`src/verilog/sram_test_settings.svh`:
```
`ifndef SRAM_TEST_SETTINGS_SVH
`define SRAM_TEST_SETTINGS_SVH

// Data width of both macro ports
`define SRAM_DATA_SIZE 32

// Address field width carried in the command
`define SRAM_ADDR_SIZE 10

// One write mask bit per byte
`define SRAM_WMASK_SIZE 4

// Macro 0 is 256 words deep
`define SRAM_SMALL_ADDR_BITS 8

`define SRAM_MACRO_COUNT 2

// Opcode, select, two addresses, mask and data
`define SCAN_CMD_LEN 59

// Port 0 word followed by port 1 word
`define SCAN_RESULT_LEN 64

`endif
```
`src/verilog/result_scan_out.sv`:
```
`timescale 1ns/100ps
`default_nettype none

`include "sram_test_settings.svh"

module result_scan_out (
   input  wire                          clk,
   input  wire                          resetn,
   input  wire                          scan_i,
   input  wire                          result_valid_i,
   input  wire [`SCAN_RESULT_LEN-1:0]   result_i,
   output logic                         scan_data_o
);

   logic [`SCAN_RESULT_LEN-1:0] result_q;

   // Parallel load wins over a shift in the same cycle
   always_ff @(posedge clk) begin
      if (!resetn) begin
         result_q <= '0;
      end else if (result_valid_i) begin
         result_q <= result_i;
      end else if (scan_i) begin
         result_q <= {result_q[`SCAN_RESULT_LEN-2:0], 1'b0};
      end
   end

   // Port 0 word leaves first
   assign scan_data_o = result_q[`SCAN_RESULT_LEN-1];

endmodule

`default_nettype wire

```
`config.mk`:
```
export PLATFORM = sky130hd
export DESIGN_NAME = result_scan_out
export DESIGN_NICKNAME = d
export VERILOG_FILES = /design/src/verilog/result_scan_out.sv
export VERILOG_INCLUDE_DIRS = /design/src /design/src/verilog
export SDC_FILE = /design/constraint.sdc
export NUM_CORES = 1
export LEC_CHECK = 0
export BUFFER_PORTS_ARGS = -buffer_cell sky130_fd_sc_hd__buf_2
export CAP_MARGIN = 20
export CORE_MARGIN = 3
export CORE_UTILIZATION = 54
export CTS_CLUSTER_SIZE = 40
export DETAILED_ROUTE_END_ITERATION = 6
export PLACE_DENSITY_LB_ADDON = 0.2
export SYNTH_ARGS = -nofsm -noshare
export SYNTH_HDL_FRONTEND = slang
export SYNTH_SLANG_ARGS = --single-unit
```
`constraint.sdc`:
```
create_clock -name clk -period 1.2 [get_ports clk]
set_input_delay 0.06 -clock clk [delete_from_list [all_inputs] [get_ports clk]]
set_output_delay 0.06 -clock clk [all_outputs]
set_load 0.02 [all_outputs]
```
==> reports/qor.csv <==
stage;metric;value;unit
timing;holdWs;0.0403;ns
global_route;grt_pass1_wl;9.72;mm
global_route;grt_pass1_vias;2221;
floorplanning;dieArea;7020;um2
finish;n_fill_cell;473;
yosys;syn_nets;352;
timing;fmax;1.12;GHz
clock_network;clockRootBuffer;clkbuf_8;
clock_network;clock_path_buffers;2;
setup_path;path_class;reg2reg;
global_route;antenna_found_initial;0;
clock_network;cts_tree;built;
placed_design;hpwlAfterDp;4.00;mm
power_and_ir_drop;power.leakage;2.15;nW
timing;fin_skew;0.00834;ns
routing;drtIter0Drc;76;
timing;slew_violations;0;
clock_network;htreeDepth;3;
clock_network;numCtsBuffers;9;
placed_design;gp_congestion;0.693;
finish;area_delta_synth_final;16.5;%
clock_network;cts.sinks;64;
routing;num_vias;2238;
timing;finalSetupViolCount;0;
setup_path;reg2reg_depth;2;
routing;via_per_inst;5.34;
yosys;synth.distinct_cells;14;
yosys;ys_top_cells_by_area;dfxtp_1 39%, mux2_2 22%, o211a_1 19%, or2b_1 6.9%, nand2b_1 6.3%;
yosys;yosys_register_bits;64;
yosys;syn-mean-instance-area;11.5;um2
status;status;finished, final reports clean;
routing;wl_per_cell;13.7;um
timing;min_period;0.894;ns
routing;ant_nets;0;
floorplanning;ios;69;
hold_path;hold_path.class;in2reg;
timing;period_share;0.745;
floorplanning;start_util;0.576;
finish;drive_above_1_share;0.438;
timing;rsz0062_at_grt;false;
finish;fin_area;3810;um2
timing;slew-limit-headroom;0.805;
floorplanning;die_y;83.8;um
clock_network;clkTransAtPathRegs;0.07;ns
global_route;overflow;0;
finish;diodes;0;
finish;final_nets;413;
run;maxCapViolCount;0;
global_route;grt_usage;0.170;
clock_network;post_cts_buffers;0;
power_and_ir_drop;power.density;1210;nW/um2
routing;drcViolationCount;0;
routing;wirelength;5.74;mm
setup_path;cp-end-kind;register;
floorplanning;rows;27;
yosys;yosysSeqAreaShare;0.392;
finish;regMostFlops;result_q;
yosys;post-synth-top-area-fraction;0.392;
timing;setup_tns;0;ns
timing;finalHoldViolCount;0;
placed_design;place_area;3640;um2
timing;setup_slack;0.306;ns
yosys;netlist_area;3270;um2
placed_design;post-place-ws;0.0880;ns
hold_path;whs_path_depth;3;
clock_network;cts_resized;0;
clock_network;clkLatencyLatePin;0.33;ns
setup_path;crit_path_max_fanout;2;
yosys;yosys_warnings;0;
placed_design;io_buffers;68;
global_route;grt_max_degree;51;
floorplanning;die_w;83.8;um
power_and_ir_drop;total_power;4.62;mW
power_and_ir_drop;max-vdd-ir-drop;0.744;mV
yosys;syn_inst;284;
setup_path;cp_data_arrival_time;1.11;ns
floorplanning;coreArea;5680;um2
setup_path;cp-start-kind;register;
yosys;yosys.area.top_type;dfxtp_1;
timing;worstMarginPinSlew;0.293;ns
finish;top_regs;result_q: 64 flops;
routing;dr.pass1.iters;4;
setup_path;crit_required;1.42;ns
finish;largest_reg_flops;64;
-- worst paths after layout --
path                                   start            to  slack, ns
worst max register to register  result_q[21]  result_q[21]       0.31
worst min register to register   result_q[0]   result_q[0]       0.56
worst max-delay path            result_q[21]  result_q[21]       0.31
worst min-delay path            result_i[35]  result_q[35]       0.04
-- cell families (layout without fill, tap and decap cells) --
family | after synthesis | count (layout) | share of synthesized area
buffers and inverters | 28 | 91 | 0.0594
DFF | 64 | 64 | 0.392
AOI/OAI and AO/OA | 64 | 64 | 0.195
and+or+nand+nor | 65 | 65 | 0.136
muxes | 63 | 63 | 0.217
-- per-stage QoR --
step / cells / util
floorplan: 284 / -
global placement: 405 / 0.641
detailed placement: 405 / 0.641
CTS: 419 / 0.671
global route: 419 / 0.671
finish: 419 / 0.671
-- placed cells by master (no fill, tap or decap), drive strengths merged --
cell type	netlist	final
nand2b	33	33
o211a	63	63
or3b	1	1
clkbuf	13	12
buf	15	77
clkinv	0	1
nand2	1	1
dfxtp	64	64
mux2	63	63
a21boi	1	1
dlygate4sd3	0	1
or2b	30	30
-- layout make-up --
class,count,area (um2),share of cell area
well taps,72,90.1,0.0237
multi-input cells,192,1790,0.471
repair buffers,78,483,0.127
clock buffers,12,155,0.0408
flip-flops and latches,64,1280,0.337
clock inverters,1,5.00,0.00131
-- synth_stat cells, drive strengths merged --
master / instances
a21boi: 1
buf: 15
clkbuf: 13
dfxtp: 64
mux2: 63
nand2: 1
nand2b: 33
o211a: 63
or2b: 30
or3b: 1
-- worst max-delay path, stage by stage (launching register included) --
cell     delay, ns
dfxtp_1       0.33
mux2_2        0.25
o211a_1       0.21
-- per-layer routing --
metal / track usage / up-vias / part of all wire
met3: 0.0385 / 7 / 0.046
met5: 0 / - / 0
met4: 0.0877 / 0 / 0.016
li1: - / 1151 / -
met1: 0.208 / 1030 / 0.47
met2: 0.278 / 50 / 0.47
-- where the power goes --
part | total, mW | internal (mW) | switching, mW
logic | 0.725 | 0.452 | 0.274
registers | 2.35 | 2.28 | 0.0692
clock network | 1.54 | 0.825 | 0.718
total | 4.62 | 3.56 | 1.06
-- what timing repair did --
| action | 4_1_cts | 5_1_grt |
|---|---|---|
| hold buffers | 1 | 0 |
| endpoints found under the setup margin | 0 | 0 |
| hold endpoints to repair | 1 | 0 |
Note: power is estimated with default switching activity, not from simulation.
