==> config.mk <==
export PLATFORM = sky130hd
export DESIGN_NAME = scan_cmd_shifter
export DESIGN_NICKNAME = d
export VERILOG_FILES = /design/src/verilog/sram_test_pkg.sv /design/src/verilog/scan_cmd_shifter.sv
export VERILOG_INCLUDE_DIRS = /design/src /design/src/verilog
export SDC_FILE = /design/constraint.sdc
export NUM_CORES = 1
export LEC_CHECK = 0
export ABC_AREA = 1
export BUFFER_PORTS_ARGS = -buffer_cell sky130_fd_sc_hd__buf_2
export CAP_MARGIN = 20
export CORE_MARGIN = 4
export CORE_UTILIZATION = 56
export DETAILED_ROUTE_END_ITERATION = 6
export GPL_TIMING_DRIVEN = 0
export HOLD_SLACK_MARGIN = 0.1
export PLACE_DENSITY = 0.84
export SKIP_LAST_GASP = 1
export SYNTH_ARGS = -nofsm -noshare
export SYNTH_HDL_FRONTEND = slang
export SYNTH_SLANG_ARGS = --single-unit
==> constraint.sdc <==
create_clock -name clk -period 1.9 [get_ports clk]
set_input_delay 0.475 -clock clk [delete_from_list [all_inputs] [get_ports clk]]
set_output_delay 0.475 -clock clk [all_outputs]
set_load 0.05 [all_outputs]
==> src/verilog/sram_test_settings.svh <==
`ifndef SRAM_TEST_SETTINGS_SVH
`define SRAM_TEST_SETTINGS_SVH

// Data width of both macro ports
`define SRAM_DATA_SIZE 32

// Address field width carried in the command
`define SRAM_ADDR_SIZE 10

// One write mask bit per byte
`define SRAM_WMASK_SIZE 4

// Macro 0 is 256 words deep
`define SRAM_SMALL_ADDR_BITS 8

`define SRAM_MACRO_COUNT 2

// Opcode, select, two addresses, mask and data
`define SCAN_CMD_LEN 59

// Port 0 word followed by port 1 word
`define SCAN_RESULT_LEN 64

`endif
==> src/verilog/sram_test_pkg.sv <==
`default_nettype none

package sram_test_pkg;

   // Command opcodes as shifted in by the tester
   typedef enum logic [1:0] {
      OP_NOP        = 2'b00,
      OP_WRITE      = 2'b01,
      OP_READ       = 2'b10,
      OP_WRITE_READ = 2'b11
   } sram_op_e;

   // Sequencer states
   // ST_ACCESS drives the macro pins for one cycle
   // ST_WAIT sees the registered macro outputs
   typedef enum logic [1:0] {
      ST_IDLE   = 2'b00,
      ST_ACCESS = 2'b01,
      ST_WAIT   = 2'b10
   } access_state_e;

endpackage

`default_nettype wire

==> src/verilog/scan_cmd_shifter.sv <==
`timescale 1ns/100ps
`default_nettype none

`include "sram_test_settings.svh"

module scan_cmd_shifter
   import sram_test_pkg::*;
(
   input  wire                          clk,
   input  wire                          resetn,
   input  wire                          scan_i,
   input  wire                          scan_data_i,
   output sram_op_e                     cmd_op_o,
   output logic                         cmd_sel_o,
   output logic [`SRAM_ADDR_SIZE-1:0]   cmd_addr0_o,
   output logic [`SRAM_ADDR_SIZE-1:0]   cmd_addr1_o,
   output logic [`SRAM_WMASK_SIZE-1:0]  cmd_wmask_o,
   output logic [`SRAM_DATA_SIZE-1:0]   cmd_data_o
);

   // Field positions, data sits at the bottom of the packet
   localparam int WMASK_LSB = `SRAM_DATA_SIZE;
   localparam int ADDR1_LSB = WMASK_LSB + `SRAM_WMASK_SIZE;
   localparam int ADDR0_LSB = ADDR1_LSB + `SRAM_ADDR_SIZE;
   localparam int SEL_BIT   = ADDR0_LSB + `SRAM_ADDR_SIZE;
   localparam int OP_LSB    = SEL_BIT + 1;

   logic [`SCAN_CMD_LEN-1:0] cmd_q;

   // Serial data enters at bit 0 and moves up
   always_ff @(posedge clk) begin
      if (!resetn) begin
         cmd_q <= '0;
      end else if (scan_i) begin
         cmd_q <= {cmd_q[`SCAN_CMD_LEN-2:0], scan_data_i};
      end
   end

   // Opcode occupies the top two bits
   assign cmd_op_o    = sram_op_e'(cmd_q[OP_LSB +: 2]);
   assign cmd_sel_o   = cmd_q[SEL_BIT];
   assign cmd_addr0_o = cmd_q[ADDR0_LSB +: `SRAM_ADDR_SIZE];
   assign cmd_addr1_o = cmd_q[ADDR1_LSB +: `SRAM_ADDR_SIZE];
   assign cmd_wmask_o = cmd_q[WMASK_LSB +: `SRAM_WMASK_SIZE];
   assign cmd_data_o  = cmd_q[`SRAM_DATA_SIZE-1:0];

endmodule

`default_nettype wire

==> reports/results.ini <==
[clock_tree]
cts_buffer_depth = 2
cts_made_buffers = 9
cts_resized = 0
clock_sinks = 59
post_cts_buffers = 0
clkSlewWorstSetupHoldPaths_ns = 0.06
hold_buffers = 0
h-tree-depth = 3
clk-insertion-delay-late_ns = 0.33
tritoncts = done
ctsRootBufferMaster = clkbuf_8

[worst_setup_path]
start_kind = register
worst-path-max-fanout = 3
path_delay_family = flip-flops
cp-end-kind = output pin
ff2ff_setup_slack_ns = 1.22
slowest_delay_ns = 0.37
critPathSlowestCell = dfxtp_1
worstPathRequired_ns = 1.42
arrival_ns = 0.98
crit_chain = buf_2
cp_num_buf_inv = 1
r2r_cells = 4
critical_path_class = reg -> out
crit_cells = 1

[timing]
whs_ns = 0.4317
finalSetupTns_ns = 0
slew_violations = 0
hold_violations = 0
period_needed_ns = 1.455
setup_viol = 0
skew_ns = 0.006136
slew_headroom_pct = 81.69
fmax_mhz = 687.1
worst_slew_pin_slew_ns = 0.2766
rsz0062_at_grt = false
period_share_pct = 76.60

[drt]
vias = 2207
wl_um = 4944
wl_per_cell_um = 9.908
first_pass_iters = 4
drt_iter0_drc = 125
drtAntennaViolNets = 0
drc = 0
via_per_inst = 4.423

[final_layout]
nets = 449
layout.cells.non_filler = 499
top_register = cmd_q
regArea_um2 = 1181
syn_to_final_growth_pct = 21.62
layout-drive-gt1-share_pct = 20.71
reg_top3 = cmd_q: 59 flops
multi_input_area_um2 = 885.9
num_antenna_cells = 0
finalInstanceArea_um2 = 2942
fillers = 362
largest_register_ffs = 59

[flow_run]
cap_violations = 0

[pwr]
power.leakage_nw = 1.669
seq_power_share_pct = 46.7
peakVddDrop_uv = 591.5
intPower_mw = 1.967
power_frac_comb_pct = 20.9
power.density_nw_per_um2 = 1000
p_switching_mw = 0.9756
power_mw = 2.942
pwr-share-clk_pct = 32.4
p_sw_share_pct = 33.16

[global_route]
antenna_found_initial = 0
grt.total_usage_pct = 19.69
grt_pass1_vias = 1966
gr-total-overflow = 0
grt_max_degree = 11
grt_pass1_wl_um = 8342

[yosys]
synth_area_um2 = 2419
synthesis.nets = 378
syn_inst = 374
yosys_warnings = 0
synth-seq-cells = 59
ys_seq_area_share_pct = 48.84
ys_types = 7
syn_area_per_cell_um2 = 6.467

[floorplan]
coreArea_um2 = 4086
initial_core_util_pct = 59.19
die-width_um = 73.72
rows = 23
dieArea_um2 = 5435
io_pins = 63
die_y_um = 73.72

[placement]
dp_cells = 484
port_buffers = 60
postPlaceCellArea_um2 = 2781
gp_congestion = 0.7827
dp_hpwl_um = 3389

[run_status]
status = completed

[min_path]
hold_path_depth = 5
min_path_type = in -> reg

layout make-up:
| class | instances | share of cell area (%) |
|---|---|---|
| clock inverters | 3 | 0.5104 |
| multi-input cells | 236 | 30.11 |
| inverters | 59 | 7.529 |
| plain buffers | 20 | 4.424 |
| flip-flops and latches | 59 | 40.15 |
| clock buffers | 12 | 4.934 |
| well taps | 50 | 2.127 |
| repair buffers | 60 | 10.21 |
worst register-to-register path: cells and delay by family (launching register included):
| family | cells | cell delay, ns |
|---|---|---|
| buffers and inverters | 1 | 0.05 |
| flip-flops | 1 | 0.36 |
| AND/OR/NAND/NOR | 3 | 0.20 |
routing by layer:
layer	wire, um	global-route usage [%]
met5	0	0
met4	110	10.26
met3	277	4.378
met2	2305	32.19
met1	2250	24.04
stage by stage:
stage,worst slack [ns],util (%)
floorplan,0.7797,-
global placement,0.7314,68.06
detailed placement,0.7177,68.06
CTS,0.4352,71.98
global route,0.4003,71.98
finish,0.4446,71.98
cell families after synthesis:
logic type    synth area share, %
simple gates                36.63
buf+inv                     14.54
flops                       48.84
path summary, 6_finish.rpt:
path                                        to   startpoint
worst max-delay path            cmd_data_o[22]    cmd_q[22]
worst min-delay path                  cmd_q[0]  scan_data_i
worst max register to register        cmd_q[8]     cmd_q[7]
worst min register to register       cmd_q[58]    cmd_q[58]
cell usage after synthesis:
cell | instances | share of area, %
buf_2 | 14 | 2.9
buf_6 | 4 | 1.9
dfxtp_1 | 59 | 49
nand2_1 | 118 | 18
nor2_1 | 118 | 18
inv_1 | 59 | 9.2
buf_4 | 2 | 0.62
power by group through the flow:
| stage | Sequential (mW) | Combinational (mW) | Clock, mW |
|---|---|---|---|
| 6_report | 1.38 | 0.614 | 0.953 |
| 5_1_grt | 1.39 | 0.672 | 1.02 |
| 4_1_cts | 1.38 | 0.621 | 0.964 |
| 3_5_place_dp | 1.40 | 0.616 | 0 |
| 3_3_place_gp | 1.40 | 0.606 | 0 |
| 2_1_floorplan | 1.67 | 0.217 | 0 |
layout by cell type, fill, tap and decap left out:
cell | Yosys | final
inv_1 | 59 | 59
buf_2 | 14 | 74
clkbuf_1 | 0 | 2
nand2_1 | 118 | 118
nor2_1 | 118 | 118
clkbuf_8 | 0 | 10
clkinv_2 | 0 | 3
dfxtp_1 | 59 | 59
buf_6 | 4 | 4
buf_4 | 2 | 2
Note: power is estimated with default switching activity, not from simulation.
