$ cat src/verilog/sram_test_settings.svh
`ifndef SRAM_TEST_SETTINGS_SVH
`define SRAM_TEST_SETTINGS_SVH

// Data width of both macro ports
`define SRAM_DATA_SIZE 32

// Address field width carried in the command
`define SRAM_ADDR_SIZE 10

// One write mask bit per byte
`define SRAM_WMASK_SIZE 4

// Macro 0 is 256 words deep
`define SRAM_SMALL_ADDR_BITS 8

`define SRAM_MACRO_COUNT 2

// Opcode, select, two addresses, mask and data
`define SCAN_CMD_LEN 59

// Port 0 word followed by port 1 word
`define SCAN_RESULT_LEN 64

`endif
$ cat src/verilog/sram_test_pkg.sv
`default_nettype none

package sram_test_pkg;

   // Command opcodes as shifted in by the tester
   typedef enum logic [1:0] {
      OP_NOP        = 2'b00,
      OP_WRITE      = 2'b01,
      OP_READ       = 2'b10,
      OP_WRITE_READ = 2'b11
   } sram_op_e;

   // Sequencer states
   // ST_ACCESS drives the macro pins for one cycle
   // ST_WAIT sees the registered macro outputs
   typedef enum logic [1:0] {
      ST_IDLE   = 2'b00,
      ST_ACCESS = 2'b01,
      ST_WAIT   = 2'b10
   } access_state_e;

endpackage

`default_nettype wire

$ cat src/verilog/sram_access_ctrl.sv
`timescale 1ns/100ps
`default_nettype none

`include "sram_test_settings.svh"

module sram_access_ctrl
   import sram_test_pkg::*;
(
   input  wire                            clk,
   input  wire                            resetn,
   input  wire                            load_i,
   input  wire sram_op_e                  cmd_op_i,
   input  wire                            cmd_sel_i,
   input  wire [`SRAM_ADDR_SIZE-1:0]      cmd_addr0_i,
   input  wire [`SRAM_ADDR_SIZE-1:0]      cmd_addr1_i,
   input  wire [`SRAM_WMASK_SIZE-1:0]     cmd_wmask_i,
   input  wire [`SRAM_DATA_SIZE-1:0]      cmd_data_i,
   input  wire [`SRAM_DATA_SIZE-1:0]      m0_dout0_i,
   input  wire [`SRAM_DATA_SIZE-1:0]      m0_dout1_i,
   input  wire [`SRAM_DATA_SIZE-1:0]      m1_dout0_i,
   input  wire [`SRAM_DATA_SIZE-1:0]      m1_dout1_i,
   output logic                           busy_o,
   output logic [`SRAM_MACRO_COUNT-1:0]   csb0_o,
   output logic [`SRAM_MACRO_COUNT-1:0]   csb1_o,
   output logic                           web0_o,
   output logic [`SRAM_WMASK_SIZE-1:0]    wmask0_o,
   output logic [`SRAM_ADDR_SIZE-1:0]     addr0_o,
   output logic [`SRAM_ADDR_SIZE-1:0]     addr1_o,
   output logic [`SRAM_DATA_SIZE-1:0]     din0_o,
   output logic                           result_valid_o,
   output logic [`SCAN_RESULT_LEN-1:0]    result_o
);

   access_state_e state_q;
   sram_op_e      op_q;
   logic          sel_q;
   logic [`SRAM_ADDR_SIZE-1:0]  addr0_q;
   logic [`SRAM_ADDR_SIZE-1:0]  addr1_q;
   logic [`SRAM_WMASK_SIZE-1:0] wmask_q;
   logic [`SRAM_DATA_SIZE-1:0]  data_q;
   logic port0_en;
   logic port0_wr;
   logic port1_en;
   logic [`SRAM_DATA_SIZE-1:0]  word0;
   logic [`SRAM_DATA_SIZE-1:0]  word1;
   logic start;

   // Loads arriving while busy are dropped
   assign start = (state_q == ST_IDLE) && load_i;

   always_ff @(posedge clk) begin
      if (!resetn) begin
         state_q <= ST_IDLE;
         op_q    <= OP_NOP;
         sel_q   <= 1'b0;
      end else begin
         case (state_q)
            ST_IDLE: begin
               if (load_i) begin
                  state_q <= ST_ACCESS;
                  op_q    <= cmd_op_i;
                  sel_q   <= cmd_sel_i;
               end
            end
            ST_ACCESS: state_q <= ST_WAIT;
            default:   state_q <= ST_IDLE;
         endcase
      end
   end

   // Command payload
   always_ff @(posedge clk) begin
      if (start) begin
         addr0_q <= cmd_addr0_i;
         addr1_q <= cmd_addr1_i;
         wmask_q <= cmd_wmask_i;
         data_q  <= cmd_data_i;
      end
   end

   // Which ports the opcode touches
   assign port0_en = (op_q != OP_NOP);
   assign port0_wr = (op_q == OP_WRITE) || (op_q == OP_WRITE_READ);
   assign port1_en = (op_q == OP_READ) || (op_q == OP_WRITE_READ);

   // Active-low selects, only the chosen macro and only in ST_ACCESS
   always_comb begin
      csb0_o = '1;
      csb1_o = '1;
      if (state_q == ST_ACCESS) begin
         if (port0_en) begin
            csb0_o[sel_q] = 1'b0;
         end
         if (port1_en) begin
            csb1_o[sel_q] = 1'b0;
         end
      end
   end

   assign web0_o   = !((state_q == ST_ACCESS) && port0_wr);
   assign wmask0_o = wmask_q;
   assign addr0_o  = addr0_q;
   assign addr1_o  = addr1_q;
   assign din0_o   = data_q;

   assign busy_o = (state_q != ST_IDLE);

   // Macro outputs are valid during ST_WAIT
   assign word0 = sel_q ? m1_dout0_i : m0_dout0_i;
   assign word1 = sel_q ? m1_dout1_i : m0_dout1_i;

   assign result_valid_o = (state_q == ST_WAIT);
   assign result_o = {(op_q == OP_READ) ? word0 : '0,
                      port1_en ? word1 : '0};

endmodule

`default_nettype wire

$ cat config.mk
export PLATFORM = sky130hd
export DESIGN_NAME = sram_access_ctrl
export DESIGN_NICKNAME = d
export VERILOG_FILES = /design/src/verilog/sram_test_pkg.sv /design/src/verilog/sram_access_ctrl.sv
export VERILOG_INCLUDE_DIRS = /design/src /design/src/verilog
export SDC_FILE = /design/constraint.sdc
export NUM_CORES = 1
export LEC_CHECK = 0
export BUFFER_PORTS_ARGS = -buffer_cell sky130_fd_sc_hd__buf_2
export CORE_AREA = 4 4 121 123
export DETAILED_ROUTE_END_ITERATION = 8
export DIE_AREA = 0 0 125 127
export PLACE_DENSITY = 0.6
export REMOVE_ABC_BUFFERS = 1
export SYNTH_ARGS = -nofsm -noshare
export SYNTH_HDL_FRONTEND = slang
export SYNTH_SLANG_ARGS = --single-unit
$ cat constraint.sdc
create_clock -name clk -period 2.9 [get_ports clk]
set_input_delay 0 -clock clk [delete_from_list [all_inputs] [get_ports clk]]
set_output_delay 0 -clock clk [all_outputs]
set_load 0.01 [all_outputs]
==> results.json <==
{
  "status": "complete, no violations",
  "drive_gt1_share_pct": 55.1,
  "htreeDepth": 3,
  "multiInputGateArea_mm2": 0.00110,
  "clk_pin_slew_ps": 40,
  "critPathMaxFanout": 8,
  "fmax_ghz": 0.566,
  "power_leakage_nw": 2.68,
  "setup_viol": 0,
  "post_dp_cell_area_mm2": 0.00475,
  "cp_slowest_cell": "dlygate4sd3_1",
  "antenna_found_initial": 0,
  "hpwl_um": 8690,
  "hold_viol_final": 0,
  "syn_inst": 226,
  "clk_latency_ps": 310,
  "worst_slew_pin_slew_ps": 485,
  "period_needed_ps": 1770,
  "drv_slew": 0,
  "syn_to_final_growth_pct": 88.1,
  "die_area_mm2": 0.0159,
  "overflow": 0,
  "reg2reg_slack_ps": 1310,
  "grt_pass1_vias": 3480,
  "seqCellArea_mm2": 0.00179,
  "grt_first_pass_wirelength_um": 17500,
  "ys_top_cells_by_area": "edfxtp_1, mux2i_1, nor2b_1",
  "startpoint_type": "primary input",
  "clock_sinks": 61,
  "fillCellCount": 1319,
  "synth_top_area_share_pct": 56.1,
  "fin_skew_ps": 2.57,
  "ys_types": 19,
  "io_buffers": 316,
  "synth-seq-area-share_pct": 59.5,
  "ff2ff_path_depth": 3,
  "fin_tns_setup_ps": 0,
  "ctsResizeCount": 0,
  "worstHoldStart": "load_i",
  "postCtsSetupRepairBufs": 0,
  "dieHeight_um": 127,
  "synth_edf_count": 56,
  "start_util_pct": 21.9,
  "wl_um": 11400,
  "gp_congestion": 0.842,
  "async_flop_share_pct": 0,
  "pwr_density_cell_mw_per_mm2": 450,
  "crit_path_frequent_cell": "dlygate4sd3_1",
  "root_buffer": "clkbuf_16",
  "tritoncts": "yes",
  "routed_via_density": 4.13,
  "clock_path_buffers": 2,
  "route.detailed.drc": 0,
  "fin_crit_sh_pct": 60.9,
  "drt-initial-drc-count": 56,
  "grt.total_usage_pct": 13.6,
  "r2r-start": "state_q[1]",
  "path_buf_inv": 4,
  "regToRegEndpoint": "sel_q",
  "ir_worst_vdd_mv": 0.239,
  "syn-mean-instance-area_um2": 13.3,
  "diodes": 0,
  "setup.worst_path.end_class": "flop",
  "power_w": 0.00254,
  "hp-class": "in -> reg",
  "dominantRegCellSynth": "edfxtp_1",
  "synth_warnings": 0,
  "grt_max_degree": 69,
  "wl_per_cell_um": 14.5,
  "worstPathArrival_ps": 1960,
  "yosys_register_bits": 61,
  "crit_path_cell_trace": "dlygate4sd3_1 -> buf_2 -> nand2_1 -> dlygate4sd3_1 -> mux2i_1 -> dlygate4sd3_1",
  "min_path_cells": 2,
  "path_class": "in -> reg",
  "firstDrtPassIters": 4,
  "synth_top_area_cell": "edfxtp_1",
  "final_area_mm2": 0.00564,
  "nNetsFinal": 794,
  "rsz0062_at_grt": "false",
  "drt.antenna.violating_nets": 0,
  "crit_family": "buffers and inverters",
  "crit_required_ps": 3100,
  "slowest_delay_ps": 560,
  "synth_area_mm2": 0.00300,
  "drv_cap": 0,
  "slew_headroom_pct": 67.6,
  "pin_count": 317,
  "cts-buffers-inserted": 9,
  "design.core.area_mm2": 0.0137,
  "rows": 43,
  "num_vias": 3246,
  "die_w_um": 125,
  "hold_end": "wmask0_o[3]"
}
report_power, final:
group	total, W	internal, W	switching, W	leakage (nW)
Sequential	0.00105	0.00103	0.0000213	0.578
Clock	0.000955	0.000639	0.000316	0.132
Combinational	0.000529	0.000285	0.000244	1.97
state kept, by name, indices dropped and copies added, names as in the netlist:
register  count
state_q       2
op_q          2
addr0_o      10
addr1_o      10
din0_o       32
wmask0_o      4
sel_q         1
routing by layer:
| metal | up-vias | share of wire, % | GRT usage [%] |
|---|---|---|---|
| met1 | 1467 | 37 | 14.6 |
| met2 | 212 | 52 | 25.7 |
| met5 | - | 0 | 0 |
| met3 | 12 | 9.8 | 3.93 |
| met4 | 0 | 1.5 | 4.53 |
| li1 | 1555 | - | - |
layout make-up:
type,count,share of cell area (%)
clock buffer,9,3.99
clock inverter,4,0.755
inverter,1,0.0666
multi-input combinational,149,19.5
sequential,61,31.7
tap,180,3.99
timing repair buffer,382,40.0
cells in the final DEF, fill, tap and decap left out:
master / instances
o211ai_1: 2
buf_2: 316
nor3b_4: 1
nand3_1: 2
edfxtp_1: 56
dfxtp_1: 4
inv_1: 1
nand2b_1: 1
and2_1: 2
buf_12: 2
nand2_1: 7
nor2_1: 32
bufinv_16: 1
dfxtp_4: 1
or2_2: 1
dlygate4sd3_1: 62
clkinv_2: 1
mux2i_1: 67
nor2b_1: 34
clkinv_1: 2
clkbuf_16: 9
buf_4: 2
worst register-to-register path, delay by kind of cell (launching register included):
family | cells | cell delay, ps
mux | 1 | 230
buf+inv | 1 | 560
simple gates | 1 | 390
flops | 1 | 340
stage by stage:
step	std cells	utilization, %	hold slack, ps	setup slack (ps)
2_1_floorplan	211	-	98.9	-287
3_3_place_gp	711	34.8	180	1510
3_5_place_dp	711	34.8	179	1480
4_1_cts	786	41.3	131	1180
5_1_grt	786	41.3	128	1110
6_report	786	41.3	141	1130
worst max path at each step:
stage	slack (ps)	cells past startpoint	end	start
2_1_floorplan	-290	1	addr0_o[0]	state_q[1]
3_3_place_gp	1510	2	addr1_o[0]	state_q[1]
3_5_place_dp	1480	2	din0_o[31]	state_q[1]
4_1_cts	1180	6	sel_q	resetn
5_1_grt	1110	6	sel_q	resetn
6_report	1130	6	sel_q	resetn
logic make-up (layout without fill, tap and decap cells):
kind of cell	count (synthesis)	after routing	synth area share, %
flops	61	61	59.5
mux	67	67	22.4
compound gates	2	2	0.501
simple gates	80	80	13.6
buf+inv	16	396	4.09
cell usage after synthesis (2+ instances only):
master / n
buf_2: 3
edfxtp_1: 56
nand2_1: 7
nor2b_1: 34
buf_8: 2
nor2_1: 32
mux2i_1: 67
clkbuf_1: 3
buf_4: 5
and2_1: 2
dfxtp_1: 5
o211ai_1: 2
nand3_1: 2
what timing repair did:
| action | CTS | global route |
|---|---|---|
| hold buffers | 62 | 0 |
| endpoints found under the hold margin | 61 | 0 |
| setup endpoints to repair | 0 | 0 |
No activity file was read; power rests on OpenSTA's default activity.
